## src/verilog/sprite_pkg.sv

```systemverilog
package sprite_pkg;

  // ==========================================================
  // sprite table geometry
  // ==========================================================

  localparam int SPRITE_COUNT     = 32;
  localparam int WORDS_PER_SPRITE = 4;
  localparam int ATTR_ADDR_W      = 7;
  localparam int ATTR_WORDS       = SPRITE_COUNT * WORDS_PER_SPRITE;
  localparam int SPRITE_IDX_W     = $clog2(SPRITE_COUNT);

  // word order inside one record
  localparam logic [1:0] WORD_Y      = 2'd0;
  localparam logic [1:0] WORD_X      = 2'd1;
  localparam logic [1:0] WORD_TILE   = 2'd2;
  localparam logic [1:0] WORD_COLOUR = 2'd3;

  localparam int SPRITE_SIZE = 16;
  localparam int ROW_W       = $clog2(SPRITE_SIZE);
  localparam int TILE_W      = 13;

  // ==========================================================
  // line buffer and rom
  // ==========================================================

  localparam int LINE_W      = 9;
  localparam int LINE_PIXELS = 1 << LINE_W;

  // x low byte of an unused record
  localparam logic [7:0] X_DISABLE = 8'hFF;

  // never written, also the clear value
  localparam logic [3:0] TRANSPARENT_PEN = 4'd15;

  // tile, half select, row
  localparam int ROM_ADDR_W = TILE_W + 1 + ROW_W;

  typedef struct packed {
    logic [3:0] colour;
    logic [3:0] pixel;
  } pen_t;

  typedef struct packed {
    logic                   we;
    logic [ATTR_ADDR_W-1:0] addr;
    logic [15:0]            data;
  } host_req_t;

  typedef struct packed {
    logic        ack;
    logic [31:0] data;
  } rom_rsp_t;

  // nibble k of a rom word, low half-word first, msb nibble first
  function automatic logic [3:0] pixel_of(input logic [31:0] word, input logic [2:0] k);
    logic [3:0] nib;
    case (k)
      3'd0: nib = word[15:12];
      3'd1: nib = word[11:8];
      3'd2: nib = word[7:4];
      3'd3: nib = word[3:0];
      3'd4: nib = word[31:28];
      3'd5: nib = word[27:24];
      3'd6: nib = word[23:20];
      default: nib = word[19:16];
    endcase
    return nib;
  endfunction

endpackage
```

## src/verilog/sprite_scanner.sv

```systemverilog
`timescale 1ns/1ns

module sprite_scanner
  import sprite_pkg::*;
(
  input  logic                   clk_sys,
  input  logic                   reset,
  input  logic                   line_start,
  input  logic [LINE_W-1:0]      line,
  output logic                   busy,
  output logic                   line_done,
  output logic [ATTR_ADDR_W-1:0] scan_addr,
  input  logic [15:0]            scan_data,
  output logic                   rom_req,
  output logic [ROM_ADDR_W-1:0]  rom_addr,
  input  rom_rsp_t               rom,
  output logic                   wr_en,
  output logic [LINE_W-1:0]      wr_x,
  output pen_t                   wr_pen
);

  typedef enum logic [3:0] {
    S_IDLE,
    S_Y_WAIT,
    S_Y,
    S_X,
    S_TILE,
    S_COLOUR,
    S_REQ,
    S_ACK,
    S_DRAW,
    S_NEXT
  } state_t;

  state_t state;

  logic [SPRITE_IDX_W-1:0] idx;
  logic [LINE_W-1:0]       cur_line;

  // per-record working copy
  logic [LINE_W-1:0] x_pos;
  logic [ROW_W-1:0]  row;
  logic [TILE_W-1:0] tile;
  logic              flip_x;
  logic [3:0]        colour;
  logic [31:0]       rom_word;
  logic [3:0]        pix_ofs;

  // ==========================================================
  // hit test on the y word
  // ==========================================================

  logic [LINE_W:0] y_top;
  logic [LINE_W:0] y_end;
  logic [LINE_W:0] line_ext;
  logic            y_hit;
  logic [LINE_W-1:0] y_delta;

  assign y_top    = {1'b0, scan_data[LINE_W-1:0]};
  assign y_end    = y_top + (LINE_W+1)'(SPRITE_SIZE);
  assign line_ext = {1'b0, cur_line};
  assign y_hit    = (line_ext >= y_top) && (line_ext < y_end);
  assign y_delta  = cur_line - scan_data[LINE_W-1:0];

  // pixel under the current offset, reversed for flip_x
  logic [3:0] cur_pixel;

  assign cur_pixel = pixel_of(rom_word, {3{flip_x}} ^ pix_ofs[2:0]);

  // ==========================================================
  // record scan FSM
  // ==========================================================

  always_ff @(posedge clk_sys) begin
    wr_en     <= 1'b0;
    line_done <= 1'b0;
    if (reset) begin
      state   <= S_IDLE;
      busy    <= 1'b0;
      rom_req <= 1'b0;
      idx     <= '0;
    end else begin
      case (state)
        S_IDLE: begin
          if (line_start) begin
            busy      <= 1'b1;
            cur_line  <= line;
            idx       <= '0;
            scan_addr <= {SPRITE_IDX_W'(0), WORD_Y};
            state     <= S_Y_WAIT;
          end
        end
        // words are streamed, each state queues the next address
        S_Y_WAIT: begin
          scan_addr <= {idx, WORD_X};
          state     <= S_Y;
        end
        S_Y: begin
          scan_addr <= {idx, WORD_TILE};
          row       <= y_delta[ROW_W-1:0];
          state     <= y_hit ? S_X : S_NEXT;
        end
        S_X: begin
          scan_addr <= {idx, WORD_COLOUR};
          x_pos     <= scan_data[LINE_W-1:0];
          state     <= (scan_data[7:0] == X_DISABLE) ? S_NEXT : S_TILE;
        end
        S_TILE: begin
          tile   <= scan_data[TILE_W-1:0];
          flip_x <= scan_data[14];
          // flip_y mirrors the row inside the tile
          row    <= row ^ {ROW_W{scan_data[15]}};
          state  <= S_COLOUR;
        end
        S_COLOUR: begin
          colour  <= scan_data[15:12];
          pix_ofs <= '0;
          state   <= S_REQ;
        end
        // wait for ack low from the last fetch before a new request
        S_REQ: begin
          if (!rom.ack) begin
            rom_req  <= 1'b1;
            rom_addr <= {tile, flip_x ^ pix_ofs[3], row};
            state    <= S_ACK;
          end
        end
        S_ACK: begin
          if (rom.ack) begin
            rom_word <= rom.data;
            rom_req  <= 1'b0;
            state    <= S_DRAW;
          end
        end
        S_DRAW: begin
          wr_en       <= (cur_pixel != TRANSPARENT_PEN);
          wr_x        <= x_pos + LINE_W'(pix_ofs);
          wr_pen      <= '{colour: colour, pixel: cur_pixel};
          pix_ofs     <= pix_ofs + 4'd1;
          if (pix_ofs[2:0] == 3'd7) begin
            state <= pix_ofs[3] ? S_NEXT : S_REQ;
          end
        end
        S_NEXT: begin
          if (idx == SPRITE_IDX_W'(SPRITE_COUNT - 1)) begin
            line_done <= 1'b1;
            busy      <= 1'b0;
            state     <= S_IDLE;
          end else begin
            idx       <= idx + 1'b1;
            scan_addr <= {idx + 1'b1, WORD_Y};
            state     <= S_Y_WAIT;
          end
        end
        default: state <= S_IDLE;
      endcase
    end
  end

  // ==========================================================
  // checks
  // ==========================================================

  // address held for the whole request phase
  rom_addr_stable: assert property (
    @(posedge clk_sys) disable iff (reset)
    rom_req |=> (!rom_req || $stable(rom_addr))
  ) else $error("rom_addr changed while rom_req high");

  pen_opaque: assert property (
    @(posedge clk_sys) disable iff (reset)
    wr_en |-> (wr_pen.pixel != TRANSPARENT_PEN)
  ) else $error("transparent pen written");

  // the host side must wait for line_done
  no_start_busy: assert property (
    @(posedge clk_sys) disable iff (reset)
    !(line_start && busy)
  ) else $error("line_start while busy");

endmodule

```

## config.mk

```make
export PLATFORM = sky130hd
export DESIGN_NAME = sprite_scanner
export DESIGN_NICKNAME = d
export VERILOG_FILES = /design/src/verilog/sprite_pkg.sv /design/src/verilog/sprite_scanner.sv
export SDC_FILE = /design/constraint.sdc
export NUM_CORES = 1
export LEC_CHECK = 0
export BUFFER_PORTS_ARGS = -buffer_cell sky130_fd_sc_hd__buf_4
export CAP_MARGIN = 20
export CORE_MARGIN = 4
export CORE_UTILIZATION = 50
export CTS_CLUSTER_SIZE = 8
export DETAILED_ROUTE_END_ITERATION = 16
export GPL_ROUTABILITY_DRIVEN = 1
export PLACE_DENSITY = 0.75
export SLEW_MARGIN = 10
export SYNTH_ARGS = -nofsm -noshare
export SYNTH_HDL_FRONTEND = slang
export SYNTH_SLANG_ARGS = --single-unit
```

## constraint.sdc

```tcl
create_clock -name clk_sys -period 3.7 [get_ports clk_sys]
set_input_delay 0.74 -clock clk_sys [delete_from_list [all_inputs] [get_ports clk_sys]]
set_output_delay 0.74 -clock clk_sys [all_outputs]
set_load 0.02 [all_outputs]
```

==> flow_metrics.py, run 1 <==
metrics = {
    "outcome": {
        "status": "finished clean",
    },
    "synthesis": {
        "synth-edff-count": 118,
        "yosysTopAreaCell": "edfxtp_1",
        "synth-xor-area-share_pct": 2.77,
        "avgSynthCellArea_sq_um": 13.5,
        "yosysTopAreaCellShare_pct": 59.0,
        "ys_ff_latch": 131,
        "synthMuxAreaShare_pct": 3.27,
        "synth-compound-area-share_pct": 12.2,
        "yosysWarnings": 0,
        "synth_fp_nets": 531,
        "synth_area_sq_um": 6010,
        "synth_ff_type": "edfxtp_1",
        "synthSimpleGateAreaFrac_pct": 9.35,
        "async_flop_share_pct": 0,
        "yosys.area_share.adder_pct": 5.46,
        "synth_top_family_by_area": "compound AO/OA/AOI/OAI gates",
        "synthCells": 445,
        "synth.distinct_cells": 74,
        "synthTopCellsByArea": "edfxtp_1 59%, ha_1 4.8%, dfxtp_1 4.3%",
        "seq_area_frac_synth_pct": 63.3,
    },
    "setup_path": {
        "worstSetupEndpointType": "register",
        "path_class": "register to register",
        "rr_startpoint": "pix_ofs[1]",
        "worstSetupStartpointType": "register",
        "rr_endpoint": "wr_x[6]",
        "worstRegToRegCells": 7,
        "required_ns": 3.86,
        "crit_fanout": 19,
        "arrival_ns": 2.79,
        "cp-startpoint": "pix_ofs[1]",
        "timing.reg2reg.setup_slack_ns": 1.07,
    },
    "worst_hold_path": {
        "min_path_type": "register to register",
        "hold_depth": 0,
        "min_to": "rom_addr[15]",
        "worstHoldStart": "tile[10]",
    },
    "clock_tree": {
        "cts_buffers": 17,
        "cts_buffer_depth": 2,
        "clk_pin_slew_ns": 0.06,
        "h-tree-depth": 4,
        "clock_sinks": 131,
        "cts_root_buffer": "clkbuf_16",
        "cts_resized": 0,
        "hold_buffers": 0,
        "cts_setup_buffers": 0,
        "cts_tree": "done",
        "clkLatencyLatePin_ns": 0.41,
    },
    "floorplan": {
        "die_w_um": 118,
        "rows": 39,
        "initial_core_util_pct": 51.9,
        "io_pins": 107,
        "core-area_sq_um": 11600,
        "fp.dieArea_sq_um": 13800,
        "die_h_um": 118,
    },
    "cells_and_area": {
        "finalInstanceArea_sq_um": 7480,
        "syn_to_final_growth_pct": 24.5,
        "drive_above_1_share_pct": 28.9,
        "insertedDiodeCount": 0,
        "layout.cells.most_common": "edfxtp_1",
        "fin_cells": 714,
        "multi_input_area_sq_um": 2000,
        "regArea_sq_um": 3800,
        "final_util_pct": 64.6,
        "final_nets": 644,
        "fillers": 830,
        "layout_common_cells": "118 x edfxtp_1, 111 x buf_4, 29 x nor2_1, 23 x a21oi_1, 23 x ha_1",
    },
    "place": {
        "numPortBuffers": 106,
        "routabilityCongestion": 0.915,
        "placed_cell_area_sq_um": 6920,
        "place_hpwl_um": 8860,
        "pre_cts_ws_ns": 0.960,
        "place_inst": 681,
    },
    "sta": {
        "worstMarginPinSlew_ns": 0.821,
        "rsz0062_at_grt": "no",
        "min_period_ns": 2.63,
        "timing.setup.tns_ns": 0,
        "post-route-period-util_pct": 71.1,
        "finalHoldViolCount": 0,
        "fin_worst_skew_ns": 0.00624,
        "fmax_ghz": 0.380,
        "final.setup.worst_slack_ns": 1.07,
        "final_max_slew_viol_count": 0,
        "relSlewSlack_pct": 44.8,
        "setup_violations": 0,
        "finalHoldWorstSlack_ns": 0.418,
    },
    "drt": {
        "drt_iter0_drc": 258,
        "drt.antenna.violating_nets": 0,
        "wl_per_cell_um": 17.4,
        "drt-total-wl_um": 12500,
        "vias": 3957,
        "route.detailed.drc": 0,
        "via_per_inst": 5.54,
        "drt_pre_antenna_iters": 4,
    },
    "global_route": {
        "grt_pass1_vias": 4144,
        "grt_start_max_net_pins": 33,
        "grtUsageTotal_pct": 18.6,
        "grt_first_pass_wirelength_um": 20400,
        "overflow": 0,
        "antenna_found_initial": 0,
    },
    "power": {
        "ir_worst_vdd_mv": 0.347,
        "p_leak_nw": 2.89,
        "power_density_nw_per_um2": 493,
        "pwr-share-clk_pct": 41.3,
        "power_frac_seq_pct": 47.3,
        "internal-power_mw": 2.79,
        "power.net_switching_mw": 0.899,
        "p_sw_share_pct": 24.4,
        "power_frac_comb_pct": 11.5,
        "power.total_mw": 3.69,
    },
    "flow_run": {
        "maxCapViolations": 0,
    },
}
cells by family (layout without fill, tap and decap cells):
group | after synthesis | count (layout)
fa+ha+maj | 25 | 25
flops | 131 | 131
mux | 18 | 18
compound gates | 103 | 103
simple gates | 105 | 105
buf+inv | 44 | 170
xor+xnor | 19 | 19
how the worst max path moves through the flow:
stage | endpoint | slack (ns) | cells after the start
finish | wr_x[6] | 1.07 | 7
global route | wr_x[6] | 0.85 | 7
CTS | wr_x[6] | 1.08 | 7
detailed placement | state[3] | 0.96 | 10
global placement | state[3] | 1.03 | 10
floorplan | rom_word[0] | 0.05 | 2
area by class of cell:
class | instances | share of cell area [%]
flip-flops and latches | 131 | 50.9
multi-input cells | 270 | 26.8
repair buffers | 113 | 11.4
clock buffers | 17 | 5.69
well taps | 143 | 2.39
clock inverters | 15 | 1.57
inverters | 25 | 1.26
Yosys cell counts (all sizes together) (3+ instances only):
master	count
a211oi	3
a21o	6
a21oi	23
a221oi	6
a311o	3
a31oi	7
a32oi	3
and2	4
and3	5
buf	12
clkbuf	7
dfxtp	13
edfxtp	118
ha	23
inv	24
mux2	3
mux2i	14
nand2	20
nand2b	9
nand3	9
nor2	30
nor2b	6
nor3	6
nor4	3
o21ai	20
o22a	4
o2bb2ai	4
xnor2	13
xor2	6
flip-flops by register name, indices dropped and copies added (netlist names), 5 cells and up:
name	flops
cur_line	9
wr_pen	8
scan_addr	7
tile	13
x_pos	9
wr_x	9
rom_addr	18
rom_word	32
idx	5
critical path: stages, from the launching register on:
cell,delay [ns]
edfxtp_1,0.78
clkinv_1,0.46
fa_1,0.54
nor2b_1,0.12
o21ai_0,0.08
nand2b_1,0.15
nand3_1,0.11
xnor2_1,0.14
power groups by stage:
stage / sequential, mW / combinational, mW / clock (mW)
after floorplan: 1.76 / 0.276 / 0
after global placement: 1.77 / 0.406 / 0
after detailed placement: 1.77 / 0.421 / 0
after CTS: 1.74 / 0.425 / 1.55
after global routing: 1.75 / 0.471 / 1.63
final: 1.74 / 0.423 / 1.52
routing by layer:
layer	global-route usage (%)	wire, um	share of wire [%]
met1	21.9	5080	41
met2	31.9	6550	53
met3	6.34	664	5.3
met4	6.52	163	1.3
met5	0	0	0
Power figures use the tool's default switching activity.
==> inputs of run 2 (changes only) <==
--- a/config.mk
+++ b/config.mk
@@ -8,11 +8,11 @@
 export BUFFER_PORTS_ARGS = -buffer_cell sky130_fd_sc_hd__buf_4
 export CAP_MARGIN = 20
 export CORE_MARGIN = 4
-export CORE_UTILIZATION = 50
+export CORE_UTILIZATION = 54
 export CTS_CLUSTER_SIZE = 8
 export DETAILED_ROUTE_END_ITERATION = 16
 export GPL_ROUTABILITY_DRIVEN = 1
-export PLACE_DENSITY = 0.75
+export PLACE_DENSITY = 0.78
 export SLEW_MARGIN = 10
 export SYNTH_ARGS = -nofsm -noshare
 export SYNTH_HDL_FRONTEND = slang
==> constraint.sdc (replaced) <==
create_clock -name clk_sys -period 2.6 [get_ports clk_sys]
set_input_delay 0.52 -clock clk_sys [delete_from_list [all_inputs] [get_ports clk_sys]]
set_output_delay 0.52 -clock clk_sys [all_outputs]
set_load 0.02 [all_outputs]
==> flow_metrics.py, run 2 (synthesis gave the netlist of run 1 again) <==
metrics = {
    "outcome": {
        "status": "finished clean",
    },
    "setup_path": {
        "crit_slowest_cell": "a2111oi_0",
        "path_class": "primary input to register",
        "rr_startpoint": "pix_ofs[2]",
        "cp-startpoint": "scan_data[4]",
        "worstSetupEndpointType": "register",
        "critPathBufInv": 1,
        "crit_family": "compound AO/OA/AOI/OAI gates",
        "crit_path_max_incr_delay_ns": 0.41,
        "worstSetupStartpointType": "primary input",
        "required_ns": 3.00,
        "cp_common_cell": "ha_1",
        "arrival_ns": 2.58,
        "path_cells": "buf_4 > ha_1 > nand3_2 > xnor2_1 > ha_1 > nor2b_1 > a2111oi_0 > o21ai_0 > a32oi_1 > o22ai_1",
        "crit_fanout": 6,
    },
    "clock_tree": {
        "h-tree-depth": 4,
        "clkLatencyLatePin_ns": 0.52,
        "cts_root_buffer": "clkbuf_8",
        "cts_buffer_depth": 2,
        "cts_tree": "done",
        "clk_pin_slew_ns": 0.06,
        "cts_buffers": 17,
        "hold_buffers": 0,
        "cts_setup_buffers": 0,
        "cts_resized": 0,
        "clock_sinks": 131,
    },
    "floorplan": {
        "fp.dieArea_sq_um": 12900,
        "io_pins": 107,
        "initial_core_util_pct": 55.4,
        "rows": 38,
        "core-area_sq_um": 10800,
        "die_w_um": 113,
        "die_h_um": 113,
    },
    "sta": {
        "rsz0062_at_grt": "no",
        "setup_violations": 0,
        "timing.setup.tns_ns": 0,
        "finalHoldViolCount": 0,
        "finalHoldWorstSlack_ns": 0.173,
        "worstMarginPinSlew_ns": 0.689,
        "fin_worst_skew_ns": 0.00750,
        "fmax_ghz": 0.457,
        "relSlewSlack_pct": 54.1,
        "post-route-period-util_pct": 84.1,
        "final_max_slew_viol_count": 0,
        "min_period_ns": 2.19,
    },
    "cells_and_area": {
        "final_util_pct": 69.2,
        "fillers": 761,
        "largest_reg_flops": 32,
        "layout_common_cells": "122 x buf_4, 118 x edfxtp_1, 29 x nor2_1, 23 x a21oi_1, 23 x ha_1",
        "top_register": "rom_word",
        "layout.cells.most_common": "buf_4",
        "final_nets": 653,
        "insertedDiodeCount": 0,
        "top_regs": "rom_word x32, rom_addr x18, tile x13",
        "drive_above_1_share_pct": 29.3,
        "syn_to_final_growth_pct": 24.8,
    },
    "global_route": {
        "overflow": 0,
        "grt_start_max_net_pins": 33,
        "grt_first_pass_wirelength_um": 20000,
        "grtUsageTotal_pct": 20.0,
        "antenna_found_initial": 0,
        "grt_pass1_vias": 4061,
    },
    "place": {
        "numPortBuffers": 106,
        "place_hpwl_um": 8740,
        "routabilityCongestion": 0.892,
    },
    "drt": {
        "drt-total-wl_um": 12300,
        "wl_per_cell_um": 17.1,
        "drt_iter0_drc": 293,
        "route.detailed.drc": 0,
        "drt.antenna.violating_nets": 0,
        "via_per_inst": 5.66,
        "drt_pre_antenna_iters": 4,
        "vias": 4072,
    },
    "worst_hold_path": {
        "min_path_type": "primary input to register",
        "worstHoldStart": "rom[20]",
    },
    "power": {
        "p_leak_nw": 2.93,
        "power.total_mw": 5.06,
        "power_density_nw_per_um2": 675,
        "ir_worst_vdd_mv": 0.612,
    },
    "flow_run": {
        "maxCapViolations": 0,
    },
}
==> run 2: area by class of cell <==
class                      count  area, sq um  share of cell area [%]
multi-input combinational    270         2020                    26.9
tap                          140          175                    2.34
sequential                   131         3800                    50.7
timing repair buffer         122          916                    12.2
inverter                      25         93.8                    1.25
clock inverter                15         75.1                    1.00
clock buffer                  17          414                    5.52
==> run 2: final timing paths <==
check | to | slack, ns | cells past startpoint
setup / recovery | state[3] | 0.41 | 10
hold / removal | rom_word[20] | 0.17 | 1
setup reg to reg | wr_en | 0.46 | 6
hold reg to reg | rom_addr[14] | 0.42 | 0
==> run 2: per-stage QoR <==
| step | setup WS [ns] | instance area [sq um] | instances |
|---|---|---|---|
| after floorplan | 0.00345 | 6020 | 445 |
| after global placement | 0.130 | 7010 | 688 |
| after detailed placement | -0.0599 | 7010 | 688 |
| after CTS | 0.463 | 7500 | 720 |
| after global routing | 0.330 | 7500 | 720 |
| final | 0.413 | 7500 | 720 |
==> run 2: power by group <==
part	switching (mW)	internal [mW]	total (mW)
Combinational	0.353	0.299	0.652
Sequential	0.0731	2.39	2.47
Clock	0.809	1.13	1.94
==> run 2: layer usage <==
layer | global-route usage (%) | wire length [um] | part of all wire, %
met4 | 7.21 | 187 | 1.5
met1 | 25.8 | 5180 | 42
met2 | 32.4 | 6180 | 50
met5 | 0 | 0 | 0
met3 | 5.68 | 745 | 6.1
==> run 2: worst reg2reg max path, stage by stage (launching register included) <==
cell and delay [ns]:
edfxtp_1 0.79, inv_1 0.28, and3_1 0.24, a31oi_1 0.26, nor2_1 0.09, a211oi_2 0.22, a41oi_2 0.13
==> inputs of run 3 (changes only) <==
--- a/config.mk
+++ b/config.mk
@@ -5,6 +5,7 @@
 export SDC_FILE = /design/constraint.sdc
 export NUM_CORES = 1
 export LEC_CHECK = 0
+export ABC_AREA = 1
 export BUFFER_PORTS_ARGS = -buffer_cell sky130_fd_sc_hd__buf_4
 export CAP_MARGIN = 20
 export CORE_MARGIN = 4
==> constraint.sdc (replaced) <==
create_clock -name clk_sys -period 2.3 [get_ports clk_sys]
set_input_delay 0.46 -clock clk_sys [delete_from_list [all_inputs] [get_ports clk_sys]]
set_output_delay 0.46 -clock clk_sys [all_outputs]
set_load 0.02 [all_outputs]
==> flow_metrics.py, run 3 <==
metrics = {
    "setup_path": {
        "arrival_ns": 2.34,
        "crit_slowest_cell": "edfxtp_1",
        "rr_endpoint": "wr_x[8]",
        "timing.reg2reg.setup_slack_ns": 0.22,
        "required_ns": 2.56,
        "path_cells": "inv_2 > fa_1 > inv_1 > a31oi_1 > nor3b_1 > nand3_1 > xnor2_1",
        "crit_fanout": 6,
        "worstSetupEndpointType": "register",
        "path_class": "register to register",
        "worstSetupStartpointType": "register",
        "rr_startpoint": "pix_ofs[1]",
        "crit_path_max_incr_delay_ns": 0.46,
        "worstRegToRegCells": 7,
    },
    "synthesis": {
        "seq_area_frac_synth_pct": 66.3,
        "synth-edff-count": 118,
        "synth_area_sq_um": 5740,
        "ys_ff_latch": 131,
        "synth.distinct_cells": 39,
        "synth_fp_nets": 574,
        "async_flop_share_pct": 0,
        "yosysMostFrequentCell": "edfxtp_1",
        "synthTopCellsByArea": "edfxtp_1 62%, nand2_1 5.8%, ha_1 5.0%",
        "avgSynthCellArea_sq_um": 11.8,
        "synth_common_cells": "118 x edfxtp_1, 88 x nand2_1, 55 x inv_1",
        "synthCells": 488,
        "synth_ff_type": "edfxtp_1",
        "yosysWarnings": 0,
        "yosysTopAreaCellShare_pct": 61.7,
        "yosysTopAreaCell": "edfxtp_1",
    },
    "clock_tree": {
        "cts_tree": "done",
        "clkLatencyLatePin_ns": 0.52,
        "hold_buffers": 0,
        "cts_setup_buffers": 0,
        "cts_buffer_depth": 2,
        "cts_buffers": 17,
        "cts_resized": 0,
        "clk_pin_slew_ns": 0.06,
        "clock_sinks": 131,
        "cts_root_buffer": "clkbuf_8",
        "h-tree-depth": 4,
    },
    "cells_and_area": {
        "syn_to_final_growth_pct": 27.3,
        "layout_common_cells": "118 x edfxtp_1, 114 x buf_4, 88 x nand2_1, 55 x inv_1, 49 x nor2_1",
        "layout.cells.most_common": "edfxtp_1",
        "largest_reg_flops": 32,
        "fin_cells": 762,
        "top_register": "rom_word",
        "final_nets": 700,
        "drive_above_1_share_pct": 28.1,
        "insertedDiodeCount": 0,
        "final_util_pct": 70.8,
        "top_regs": "rom_word x32, rom_addr x18, tile x13",
    },
    "sta": {
        "finalHoldViolCount": 0,
        "finalHoldWorstSlack_ns": 0.118,
        "setup_violations": 0,
        "post-route-period-util_pct": 90.2,
        "timing.setup.tns_ns": 0,
        "worstMarginPinSlew_ns": 0.439,
        "fin_worst_skew_ns": 0.00715,
        "relSlewSlack_pct": 70.6,
        "final_max_slew_viol_count": 0,
        "final.setup.worst_slack_ns": 0.225,
        "min_period_ns": 2.08,
        "fmax_ghz": 0.482,
        "rsz0062_at_grt": "no",
    },
    "drt": {
        "vias": 3961,
        "via_per_inst": 5.20,
        "drt.antenna.violating_nets": 0,
        "wl_per_cell_um": 16.0,
        "drt_pre_antenna_iters": 7,
        "drt_iter0_drc": 243,
        "route.detailed.drc": 0,
        "drt-total-wl_um": 12200,
    },
    "place": {
        "place_hpwl_um": 8400,
        "pre_cts_ws_ns": 0.124,
        "numPortBuffers": 106,
        "place_inst": 731,
        "routabilityCongestion": 0.885,
    },
    "power": {
        "p_leak_nw": 3.07,
        "ir_worst_vdd_mv": 0.658,
        "power_density_nw_per_um2": 905,
    },
    "global_route": {
        "overflow": 0,
        "grtUsageTotal_pct": 20.7,
        "grt_start_max_net_pins": 33,
        "antenna_found_initial": 0,
        "grt_first_pass_wirelength_um": 19900,
        "grt_pass1_vias": 4049,
    },
    "floorplan": {
        "die_h_um": 111,
        "rows": 37,
        "initial_core_util_pct": 55.6,
        "core-area_sq_um": 10300,
        "die_w_um": 111,
        "io_pins": 107,
        "fp.dieArea_sq_um": 12300,
    },
    "worst_hold_path": {
        "hold_depth": 1,
        "min_to": "rom_word[0]",
        "worstHoldStart": "rom[0]",
        "min_path_type": "primary input to register",
    },
    "flow_run": {
        "maxCapViolations": 0,
    },
    "outcome": {
        "status": "finished clean",
    },
}
[run 3: cell types whose count changed after synthesis, sizes merged, moves of 8 or more]
cell,change
inv,+37
mux2i,-14
nand2,+77
nand2b,-9
nand4,+25
nor2,+26
xnor2,-8
[run 3: stage by stage]
| stage | total power [mW] | area [sq um] |
|---|---|---|
| 2_1_floorplan | 3.65 | 5750 |
| 3_3_place_gp | 3.99 | 6730 |
| 3_5_place_dp | 4.03 | 6730 |
| 4_1_cts | 6.65 | 7310 |
| 5_1_grt | 6.92 | 7310 |
| 6_report | 6.62 | 7310 |
[run 3: kinds of logic (layout without fill, tap and decap cells)]
group | after synthesis | count (layout) | share of synthesized area, %
buffers and inverters | 68 | 206 | 4.86
AO/OA/AOI/OAI | 44 | 44 | 4.53
adder cells (fa/ha/maj) | 25 | 25 | 5.71
AND/OR/NAND/NOR | 204 | 204 | 16.2
flip-flops | 131 | 131 | 66.3
XOR/XNOR | 16 | 16 | 2.44
[run 3: routing by layer]
metal	vias up	share of wire, %	GRT usage, %	wire length [um]
met5	-	0	0	0
met2	106	54	36.5	6540
li1	1946	-	-	-
met4	0	1.4	8.76	172
met3	17	4.2	5.13	517
met1	1892	41	23.9	4980
[run 3: how the worst max path moves through the flow]
stage / depth (start not counted) / slack, ns / to / startpoint
after CTS: 7 / 0.21 / wr_x[8] / pix_ofs[1]
after global routing: 7 / 0.08 / wr_x[8] / pix_ofs[1]
after floorplan: 7 / 0.10 / scan_addr[0] / idx[0]
after global placement: 14 / 0.18 / state[3] / scan_data[4]
final: 7 / 0.22 / wr_x[8] / pix_ofs[1]
after detailed placement: 13 / 0.12 / state[1] / scan_data[4]
[run 3: worst max-delay path: cells and delay by family, from the launching register on]
kind	cells	cell delay [ns]
AO/OA/AOI/OAI	1	0.12
adder cells (fa/ha/maj)	1	0.45
flip-flops	1	0.46
XOR/XNOR	1	0.15
buffers and inverters	2	0.18
AND/OR/NAND/NOR	2	0.47
[run 3: power breakdown]
group	leakage (nW)	switching [mW]	internal, mW
Combinational	1.62	0.671	0.409
Sequential	1.18	0.108	2.82
Clock	0.273	0.972	1.64
[run 3: area by class of cell]
class	instances	area, sq um
Clock buffer	17	414
Timing Repair Buffer	114	856
Tap cell	136	170
Inverter	61	231
Clock inverter	14	165
Fill cell	693	3020
Multi-Input combinational cell	289	1670
Sequential cell	131	3800
